[src/common/predec_pkg.sv]
package predec_pkg;

  // Opcode map selected by the escape bytes in front of the opcode
  typedef enum logic [1:0] {
    MAP_1B   = 2'd0,
    MAP_0F   = 2'd1,
    MAP_0F38 = 2'd2,
    MAP_0F3A = 2'd3
  } map_t;

  // Rep class of the last legacy prefix seen before the opcode
  typedef enum logic [1:0] {
    REP_NONE = 2'd0,
    REP_66   = 2'd1,
    REP_F2   = 2'd2,  // Shared with the 67 address size prefix
    REP_F3   = 2'd3   // Shared with lock
  } rep_t;

  // Table index is {map, opcode}, split into a word address and a bit offset
  localparam int TBL_INDEX_W = 10;
  localparam int TBL_WORD_W  = 64;
  localparam int TBL_ADDR_W  = 4;

  localparam logic [7:0] PFX_OPSIZE = 8'h66;
  localparam logic [7:0] PFX_ADSIZE = 8'h67;
  localparam logic [7:0] PFX_REPNE  = 8'hF2;
  localparam logic [7:0] PFX_REP    = 8'hF3;
  localparam logic [7:0] PFX_LOCK   = 8'hF0;
  localparam logic [3:0] PFX_REX_HI = 4'h4;  // REX is 0x40 to 0x4F in 64-bit mode

  localparam logic [7:0] ESC_0F = 8'h0F;
  localparam logic [7:0] ESC_38 = 8'h38;
  localparam logic [7:0] ESC_3A = 8'h3A;

  // ModRM addressing forms
  localparam logic [2:0] MODRM_RM_SIB  = 3'b100;
  localparam logic [2:0] MODRM_RM_DISP = 3'b101;
  localparam logic [1:0] MODRM_MOD_REG = 2'b11;
  localparam logic [1:0] MODRM_MOD_IND = 2'b00;

endpackage

[src/prefix/first_set.sv]
`timescale 1ns/1ns

module first_set #(
  parameter int WIDTH = 8
) (
  input  logic [WIDTH-1:0] req,
  output logic [WIDTH-1:0] grant,
  output logic             found
);

  logic [WIDTH-1:0] lower_hit;

  // lower_hit[i] is set when some request below bit i is already set
  always_comb begin
    lower_hit[0] = 1'b0;
    for (int i = 1; i < WIDTH; i++) begin
      lower_hit[i] = lower_hit[i-1] | req[i-1];
    end
  end

  assign grant = req & ~lower_hit;
  assign found = |req;

endmodule

[src/prefix/prefix_scan.sv]
`timescale 1ns/1ns

module prefix_scan
  import predec_pkg::*;
#(
  parameter int WINDOW_BYTES = 10
) (
  input  logic                      clk,
  input  logic                      rst,
  input  logic                      in_valid,
  input  logic [8*WINDOW_BYTES-1:0] window,
  input  logic                      mode64,
  output logic [TBL_INDEX_W-1:0]    rd_index,
  output logic                      scan_valid,
  output logic [8*WINDOW_BYTES-1:0] window_q,
  output logic [7:0]                opcode,
  output map_t                      map,
  output rep_t                      rep,
  output logic [3:0]                rex,
  output logic                      rex3_valid,
  output logic [3:0]                rex3,
  output logic                      no_opcode,
  output logic [WINDOW_BYTES-3:0]   opcode_pos
);

  localparam int SCAN = WINDOW_BYTES - 2;  // Leaves room for ModRM and SIB

  logic [SCAN-1:0] is_rep;
  logic [SCAN-1:0] is_rex;
  logic [SCAN-1:0] is_rex3;
  logic [SCAN-1:0] is_esc;
  logic [SCAN-1:0] not_pfx;
  rep_t            pos_rep [SCAN];
  map_t            pos_map [SCAN];

  logic [SCAN-1:0] opc_grant;
  logic            opc_found;
  logic [7:0]      m_opcode;
  map_t            m_map;
  rep_t            m_rep;
  logic [3:0]      m_rex;
  logic            m_rex3_valid;
  logic [3:0]      m_rex3;

  // Per-byte classification, with the escape level carried from earlier bytes
  always_comb begin
    logic [7:0] b;
    logic [7:0] prev;
    logic       lvl;
    prev = 8'h00;
    lvl  = 1'b0;
    for (int p = 0; p < SCAN; p++) begin
      b          = window[8*p +: 8];
      pos_rep[p] = REP_NONE;
      pos_map[p] = MAP_1B;
      is_esc[p]  = 1'b0;
      is_rex[p]  = 1'b0;
      is_rex3[p] = 1'b0;
      if (!lvl) begin
        if (b == PFX_OPSIZE)
          pos_rep[p] = REP_66;
        else if (b == PFX_REPNE || b == PFX_ADSIZE)
          pos_rep[p] = REP_F2;
        else if (b == PFX_REP || b == PFX_LOCK)
          pos_rep[p] = REP_F3;
        // A REX right after another REX carries the third register operand
        is_rex[p]  = mode64 && b[7:4] == PFX_REX_HI && prev[7:4] != PFX_REX_HI;
        is_rex3[p] = mode64 && b[7:4] == PFX_REX_HI && prev[7:4] == PFX_REX_HI;
        if (b == ESC_0F) begin
          is_esc[p]  = 1'b1;
          pos_map[p] = MAP_0F;
        end
      end else if (prev == ESC_0F && (b == ESC_38 || b == ESC_3A)) begin
        is_esc[p]  = 1'b1;
        pos_map[p] = (b == ESC_38) ? MAP_0F38 : MAP_0F3A;
      end
      is_rep[p]  = pos_rep[p] != REP_NONE;
      not_pfx[p] = !(is_rep[p] || is_rex[p] || is_rex3[p] || is_esc[p]);
      lvl        = lvl | (b == ESC_0F);
      prev       = b;
    end
  end

  first_set #(
    .WIDTH(SCAN)
  ) first_set_inst (
    .req  (not_pfx),
    .grant(opc_grant),
    .found(opc_found)
  );

  // Prefix fields up to the opcode, the last one of each kind wins
  always_comb begin
    logic in_run;
    in_run       = 1'b1;
    m_opcode     = 8'h00;
    m_map        = MAP_1B;
    m_rep        = REP_NONE;
    m_rex        = 4'h0;
    m_rex3_valid = 1'b0;
    m_rex3       = 4'h0;
    for (int p = 0; p < SCAN; p++) begin
      if (opc_grant[p]) begin
        in_run   = 1'b0;
        m_opcode = window[8*p +: 8];
      end
      if (in_run) begin
        if (is_rep[p])
          m_rep = pos_rep[p];
        if (is_rex[p])
          m_rex = window[8*p +: 4];
        if (is_rex3[p]) begin
          m_rex3_valid = 1'b1;
          m_rex3       = window[8*p +: 4];
        end
        if (is_esc[p])
          m_map = pos_map[p];
      end
    end
    // A window of nothing but prefixes decodes to all zero fields
    if (!opc_found) begin
      m_map        = MAP_1B;
      m_rep        = REP_NONE;
      m_rex        = 4'h0;
      m_rex3_valid = 1'b0;
      m_rex3       = 4'h0;
    end
  end

  assign rd_index = {m_map, m_opcode};

  always_ff @(posedge clk) begin
    if (rst)
      scan_valid <= 1'b0;
    else
      scan_valid <= in_valid;
  end

  always_ff @(posedge clk) begin
    window_q   <= window;
    opcode     <= m_opcode;
    map        <= m_map;
    rep        <= m_rep;
    rex        <= m_rex;
    rex3_valid <= m_rex3_valid;
    rex3       <= m_rex3;
    no_opcode  <= !opc_found;
    opcode_pos <= opc_grant;
  end

  a_opcode_pos: assert property (@(posedge clk) disable iff (rst)
    scan_valid |-> $onehot0(opcode_pos) && (no_opcode == !(|opcode_pos)));

endmodule

[src/subreg_table.sv]
`timescale 1ns/1ns

module subreg_table
  import predec_pkg::*;
(
  input  logic                   clk,
  input  logic                   rst,
  input  logic                   tbl_we,
  input  logic [TBL_ADDR_W-1:0]  tbl_addr,
  input  logic [TBL_WORD_W-1:0]  tbl_data,
  input  logic [TBL_INDEX_W-1:0] rd_index,
  output logic                   rd_bit
);

  localparam int TBL_BITS = TBL_WORD_W << TBL_ADDR_W;

  // The write words must tile the whole index space exactly
  if (TBL_BITS != (1 << TBL_INDEX_W)) begin : g_geometry_check
    $error("subreg_table word geometry does not cover the index space");
  end

  logic [TBL_BITS-1:0] bitmap;  // One bit per {map, opcode}

  always_ff @(posedge clk) begin
    if (rst) begin
      bitmap <= '0;
      rd_bit <= 1'b0;
    end else begin
      if (tbl_we) begin
        bitmap[TBL_WORD_W*tbl_addr +: TBL_WORD_W] <= tbl_data;
      end
      rd_bit <= bitmap[rd_index];  // Sees the old word when written on the same edge
    end
  end

  a_tbl_addr_known: assert property (@(posedge clk) disable iff (rst)
    tbl_we |-> !$isunknown(tbl_addr));

endmodule

[src/insn_combine.sv]
`timescale 1ns/1ns

module insn_combine
  import predec_pkg::*;
#(
  parameter int WINDOW_BYTES = 10
) (
  input  logic                      clk,
  input  logic                      rst,
  input  logic [8*WINDOW_BYTES-1:0] window_d,
  input  logic                      scan_valid,
  input  logic [7:0]                opcode,
  input  map_t                      map,
  input  rep_t                      rep,
  input  logic [3:0]                rex,
  input  logic                      rex3_valid,
  input  logic [3:0]                rex3,
  input  logic                      no_opcode,
  input  logic [WINDOW_BYTES-3:0]   opcode_pos,
  input  logic                      rd_bit,
  output logic                      out_valid,
  output logic [7:0]                out_opcode,
  output map_t                      out_map,
  output rep_t                      out_rep,
  output logic [3:0]                out_rex,
  output logic                      out_rex3_valid,
  output logic [3:0]                out_rex3,
  output logic                      out_no_opcode,
  output logic [7:0]                modrm,
  output logic [7:0]                sib,
  output logic                      has_sib,
  output logic                      disp32,
  output logic                      subreg,
  output logic [2:0]                sub_reg
);

  localparam int SCAN = WINDOW_BYTES - 2;

  logic [7:0] modrm_c;
  logic [7:0] sib_c;
  logic       has_sib_c;
  logic       disp32_c;
  logic       subreg_c;
  logic [2:0] sub_reg_c;

  // ModRM and SIB sit one and two bytes past the opcode
  always_comb begin
    modrm_c = 8'h00;
    sib_c   = 8'h00;
    for (int p = 0; p < SCAN; p++) begin
      if (opcode_pos[p]) begin
        modrm_c = modrm_c | window_d[8*(p+1) +: 8];
        sib_c   = sib_c | window_d[8*(p+2) +: 8];
      end
    end
  end

  assign has_sib_c = modrm_c[2:0] == MODRM_RM_SIB && modrm_c[7:6] != MODRM_MOD_REG;
  assign disp32_c  = modrm_c[7:6] == MODRM_MOD_IND && modrm_c[2:0] == MODRM_RM_DISP;

  // Index zero is still looked up when there is no opcode, so mask it here
  assign subreg_c  = rd_bit && !no_opcode;
  assign sub_reg_c = subreg_c ? modrm_c[5:3] : 3'b000;

  always_ff @(posedge clk) begin
    if (rst)
      out_valid <= 1'b0;
    else
      out_valid <= scan_valid;
  end

  always_ff @(posedge clk) begin
    out_opcode     <= opcode;
    out_map        <= map;
    out_rep        <= rep;
    out_rex        <= rex;
    out_rex3_valid <= rex3_valid;
    out_rex3       <= rex3;
    out_no_opcode  <= no_opcode;
    modrm          <= modrm_c;
    sib            <= sib_c;
    has_sib        <= has_sib_c;
    disp32         <= disp32_c;
    subreg         <= subreg_c;
    sub_reg        <= sub_reg_c;
  end

  a_subreg_opcode: assert property (@(posedge clk) disable iff (rst)
    out_valid |-> !(subreg && out_no_opcode));

endmodule

[src/insn_predecode.sv]
`timescale 1ns/1ns

module insn_predecode
  import predec_pkg::*;
#(
  parameter int WINDOW_BYTES = 10
) (
  input  logic                      clk,
  input  logic                      rst,
  input  logic                      in_valid,
  input  logic [8*WINDOW_BYTES-1:0] window,
  input  logic                      mode64,
  input  logic                      tbl_we,
  input  logic [TBL_ADDR_W-1:0]     tbl_addr,
  input  logic [TBL_WORD_W-1:0]     tbl_data,
  output logic                      out_valid,
  output logic [7:0]                out_opcode,
  output map_t                      out_map,
  output rep_t                      out_rep,
  output logic [3:0]                out_rex,
  output logic                      out_rex3_valid,
  output logic [3:0]                out_rex3,
  output logic                      out_no_opcode,
  output logic [7:0]                modrm,
  output logic [7:0]                sib,
  output logic                      has_sib,
  output logic                      disp32,
  output logic                      subreg,
  output logic [2:0]                sub_reg
);

  logic [TBL_INDEX_W-1:0]    rd_index;
  logic                      rd_bit;
  logic                      scan_valid;
  logic [8*WINDOW_BYTES-1:0] window_q;
  logic [7:0]                opcode;
  map_t                      map;
  rep_t                      rep;
  logic [3:0]                rex;
  logic                      rex3_valid;
  logic [3:0]                rex3;
  logic                      no_opcode;
  logic [WINDOW_BYTES-3:0]   opcode_pos;

  // The table lookup runs in the same cycle as the scan register
  prefix_scan #(
    .WINDOW_BYTES(WINDOW_BYTES)
  ) prefix_scan_inst (
    .clk       (clk),
    .rst       (rst),
    .in_valid  (in_valid),
    .window    (window),
    .mode64    (mode64),
    .rd_index  (rd_index),
    .scan_valid(scan_valid),
    .window_q  (window_q),
    .opcode    (opcode),
    .map       (map),
    .rep       (rep),
    .rex       (rex),
    .rex3_valid(rex3_valid),
    .rex3      (rex3),
    .no_opcode (no_opcode),
    .opcode_pos(opcode_pos)
  );

  subreg_table subreg_table_inst (
    .clk     (clk),
    .rst     (rst),
    .tbl_we  (tbl_we),
    .tbl_addr(tbl_addr),
    .tbl_data(tbl_data),
    .rd_index(rd_index),
    .rd_bit  (rd_bit)
  );

  insn_combine #(
    .WINDOW_BYTES(WINDOW_BYTES)
  ) insn_combine_inst (
    .clk           (clk),
    .rst           (rst),
    .window_d      (window_q),
    .scan_valid    (scan_valid),
    .opcode        (opcode),
    .map           (map),
    .rep           (rep),
    .rex           (rex),
    .rex3_valid    (rex3_valid),
    .rex3          (rex3),
    .no_opcode     (no_opcode),
    .opcode_pos    (opcode_pos),
    .rd_bit        (rd_bit),
    .out_valid     (out_valid),
    .out_opcode    (out_opcode),
    .out_map       (out_map),
    .out_rep       (out_rep),
    .out_rex       (out_rex),
    .out_rex3_valid(out_rex3_valid),
    .out_rex3      (out_rex3),
    .out_no_opcode (out_no_opcode),
    .modrm         (modrm),
    .sib           (sib),
    .has_sib       (has_sib),
    .disp32        (disp32),
    .subreg        (subreg),
    .sub_reg       (sub_reg)
  );

endmodule

[config.mk]
export PLATFORM = sky130hd
export DESIGN_NAME = insn_predecode
export DESIGN_NICKNAME = d
export VERILOG_FILES = /design/src/common/predec_pkg.sv /design/src/prefix/first_set.sv /design/src/prefix/prefix_scan.sv /design/src/subreg_table.sv /design/src/insn_combine.sv /design/src/insn_predecode.sv
export SDC_FILE = /design/constraint.sdc
export NUM_CORES = 2
export LEC_CHECK = 0
export BUFFER_PORTS_ARGS = -buffer_cell sky130_fd_sc_hd__clkbuf_2
export CAP_MARGIN = 15
export CORE_ASPECT_RATIO = 0.8
export CORE_MARGIN = 10
export CORE_UTILIZATION = 56
export CTS_CLUSTER_DIAMETER = 150
export DETAILED_ROUTE_END_ITERATION = 7
export PLACE_DENSITY_LB_ADDON = 0.12
export SLEW_MARGIN = 5
export SYNTH_ARGS = -nofsm -noshare
export SYNTH_HDL_FRONTEND = slang
export SYNTH_SLANG_ARGS = --single-unit
[constraint.sdc]
create_clock -name clk -period 5.1 [get_ports clk]
set_input_delay 0.765 -clock clk [delete_from_list [all_inputs] [get_ports clk]]
set_output_delay 0.765 -clock clk [all_outputs]
set_load 0.005 [all_outputs]
==> impl_metrics.env <==
export IMPL_dp_cells=8780
export IMPL_grt_max_degree=186
export IMPL_finalNonFillerCells=9007
export IMPL_core_area_um2=94900
export IMPL_start_util_pct=56.5
export IMPL_p_leak_nw=22.4
export IMPL_drt_iter0_drc=9351
export IMPL_crit_end="subreg_table_inst.rd_bit"
export IMPL_grt_pass1_vias=52560
export IMPL_grt_ovfl_total=0
export IMPL_hold_slack_ns=0.145
export IMPL_synthFlopType="dfxtp_1"
export IMPL_grt_pass1_wl_um=332000
export IMPL_clk_path_buf_depth=3
export IMPL_pre_cts_ws_ns=-0.937
export IMPL_required_ns=5.70
export IMPL_crit_path_frequent_cell="buf_4"
export IMPL_fin_skew_ns=0.0176
export IMPL_htreeDepth=3
export IMPL_p_total_mw=21.4
export IMPL_first_pass_iters=8
export IMPL_largest_register="subreg_table_inst.bitmap"
export IMPL_mostFrequentLayoutCell="nand2_1"
export IMPL_avgSynthCellArea_um2=7.31
export IMPL_fin_area_um2=63700
export IMPL_r2r_slack_ns=2.57
export IMPL_cap_violations=0
export IMPL_fin_crit_sh_pct=99.4
export IMPL_arrival_ns=5.67
export IMPL_cp_slowest_cell="a2111o_2"
export IMPL_tns_ns=0
export IMPL_drc=3
export IMPL_ant_nets=0
export IMPL_path_cells="clkbuf_2, buf_4, or4b_1, a311oi_2, buf_4, o22ai_2, a2111o_2, o31ai_2, nor2b_4, buf_4, buf_4, buf_4, nand2_1, nand3_1, nand4_1, o2111ai_1, nor4_2, a31oi_2, a41oi_2, nor3_2, a211oi_1, o21ai_1"
export IMPL_outcome="finished, violations left"
export IMPL_syn_to_final_growth_pct=18.8
export IMPL_die_area_um2=109000
export IMPL_hold_class="in2reg"
export IMPL_syn_nets=7497
export IMPL_ir_drop_mv=0.318
export IMPL_finalHoldViolations=0
export IMPL_final_nets=7776
export IMPL_power_density_nw_per_um2=335
export IMPL_critPathCaptureType="flop"
export IMPL_yosysUniqueCellTypes=109
export IMPL_regArea_um2=23500
export IMPL_fill_cells=8154
export IMPL_cp_startpoint="window[7]"
export IMPL_r2r_start="subreg_table_inst.bitmap[766]"
export IMPL_groute_usage_overall_pct=38.5
export IMPL_ys_seq_area_share_pct=43.8
export IMPL_routed_wirelength_um=224000
export IMPL_netlist_area_um2=53600
export IMPL_utilization_pct=67.1
export IMPL_biggestRegsByFlops="subreg_table_inst.bitmap x1024, prefix_scan_inst.window_q x72"
export IMPL_hold_buffers=0
export IMPL_max_freq_mhz=197
export IMPL_setup_viol=0
export IMPL_r2r_cells=11
export IMPL_r2r_end="subreg_table_inst.rd_bit"
export IMPL_die_height_um=297
export IMPL_critPathMaxFanout=21
export IMPL_antenna_found_initial=11
export IMPL_num_rows=101
export IMPL_die_width_um=366
export IMPL_path_clk_slew_ns=0.06
export IMPL_postLayoutSetupSlackWorst_ns=0.0322
export IMPL_cts_buffers=114
export IMPL_drt_wirelength_per_cell_um=24.8
export IMPL_cts_sinks=1173
export IMPL_synth_area_top_cells="dfxtp_1, nand2_1, a21oi_1"
export IMPL_tightest_slew_ns=1.13
export IMPL_routabilityCongestion=0.999
export IMPL_synth_top_area_cell="dfxtp_1"
export IMPL_worst_path_stages=22
export IMPL_violations="design-rule violations"
export IMPL_maxSlewViolCount=0
export IMPL_synth_seq_cells=1173
export IMPL_syn_inst=7339
export IMPL_critPathMaxStageDelay_ns=0.53
export IMPL_multi_input_area_um2=27400
export IMPL_io_buffers=197
export IMPL_dpl_cell_area_um2=59300
export IMPL_synth_top_area_share_pct=43.8
export IMPL_cp_start_kind="input pin"
export IMPL_vias=58526
export IMPL_dp_hpwl_um=147000
export IMPL_synth_async_sr_flop_share_pct=0
export IMPL_drive_gt1_share_pct=15.4
export IMPL_path_delay_family="compound AO/OA/AOI/OAI gates"
export IMPL_ios=198
export IMPL_cts_tree="yes"
export IMPL_yosysWarnings=0
export IMPL_viasPerCell=6.50
export IMPL_finalCriticalPeriod_ns=5.07
export IMPL_root_buffer="clkbuf_16"
export IMPL_crit_buf_inv=6
export IMPL_crit_type="in2reg"
export IMPL_slew_headroom_pct=24.6
export IMPL_layout_common_cells="nand2_1, dfxtp_1, a21oi_1"
export IMPL_synth_edf_count=0
export IMPL_clk_latency_ns=0.71
export IMPL_largest_register_ff_count=1024
[synth_stat cells, types with 6 or more instances]
library cell / count
nor4_1: 20
and3_1: 75
nand4_1: 58
a221oi_1: 22
a211o_1: 14
and3b_1: 10
nor3_1: 224
a221o_1: 8
buf_2: 107
a41oi_1: 8
nor2_1: 513
o31ai_1: 17
a211oi_1: 29
mux2_2: 8
nand3b_1: 10
o211ai_1: 22
o2111ai_1: 6
o21ai_0: 66
nand2_1: 1716
clkbuf_1: 530
a32oi_1: 7
nor4bb_1: 10
a21o_1: 8
and2_1: 18
nand3_1: 895
nand4b_1: 8
or3_1: 11
a31oi_1: 56
nand2b_1: 8
buf_4: 23
inv_1: 20
o22ai_1: 15
a22oi_1: 208
nor4b_1: 10
dfxtp_1: 1173
a222oi_1: 6
a21oi_1: 1101
a311oi_1: 26
o22a_1: 6
mux2i_1: 74
nor2b_1: 9
buf_6: 8
buf_1: 45
[where the power goes]
group	switching [mW]	total, mW	internal [mW]
logic	1.94	2.76	0.820
registers	0.0533	9.29	9.24
clock network	3.87	9.32	5.46
total	5.85	21.4	15.5
[worst min-delay path by stage]
| stage | cells after the start | from | slack (ns) | endpoint |
|---|---|---|---|---|
| 4_1_cts | 1 | window[64] | 0.12 | prefix_scan_inst.window_q[64] |
| 2_1_floorplan | 0 | prefix_scan_inst.map[0] | 0.31 | insn_combine_inst.out_map[0] |
| 5_1_grt | 1 | window[64] | 0.14 | prefix_scan_inst.window_q[64] |
| 6_report | 1 | window[64] | 0.14 | prefix_scan_inst.window_q[64] |
| 3_5_place_dp | 0 | prefix_scan_inst.rex3[2] | 0.31 | insn_combine_inst.out_rex3[2] |
| 3_3_place_gp | 0 | prefix_scan_inst.map[1] | 0.31 | insn_combine_inst.out_map[1] |
[worst register-to-register path: cells and delay by family, from the launching register on]
kind / cells / cell delay (ns)
AND/OR/NAND/NOR: 3 / 0.71
AO/OA/AOI/OAI: 7 / 1.22
flip-flops: 1 / 0.35
buffers and inverters: 1 / 0.16
[routing by layer]
metal | share of wire, % | routed length, µm | global-route usage, %
met2 | 41 | 90700 | 54.1
met5 | 0.041 | 92 | 0
met3 | 15 | 32700 | 11.4
met4 | 5.4 | 12000 | 17.4
met1 | 39 | 88200 | 53.8
[cells by family (layout without fill, tap and decap cells)]
kind of cell | count (synthesis) | count (layout) | synth area share (%)
AO/OA/AOI/OAI | 1695 | 1695 | 18.8
XOR/XNOR | 2 | 2 | 0.0327
adder cells (fa/ha/maj) | 5 | 5 | 0.117
buffers and inverters | 738 | 1115 | 5.69
flip-flops | 1173 | 1173 | 43.8
multiplexers | 83 | 83 | 1.58
other | 0 | 4 | 0
AND/OR/NAND/NOR | 3643 | 3643 | 30.0
[repair_timing]
action	in CTS	in global routing
hold endpoints to repair	0	0
resized for setup	6	31
setup endpoints to repair	1	1
pin swaps	0	10
setup buffers	0	7
[final cells by class]
| class | instances | share of cell area, % |
|---|---|---|
| multi-input combinational | 5428 | 43.0 |
| sequential | 1173 | 36.9 |
| antenna | 4 | 0.0157 |
| tap | 1287 | 2.53 |
| clock inverter | 45 | 1.10 |
| timing repair buffer | 876 | 10.9 |
| inverter | 25 | 0.189 |
| clock buffer | 169 | 5.37 |
(Power assumes the default switching activity.)
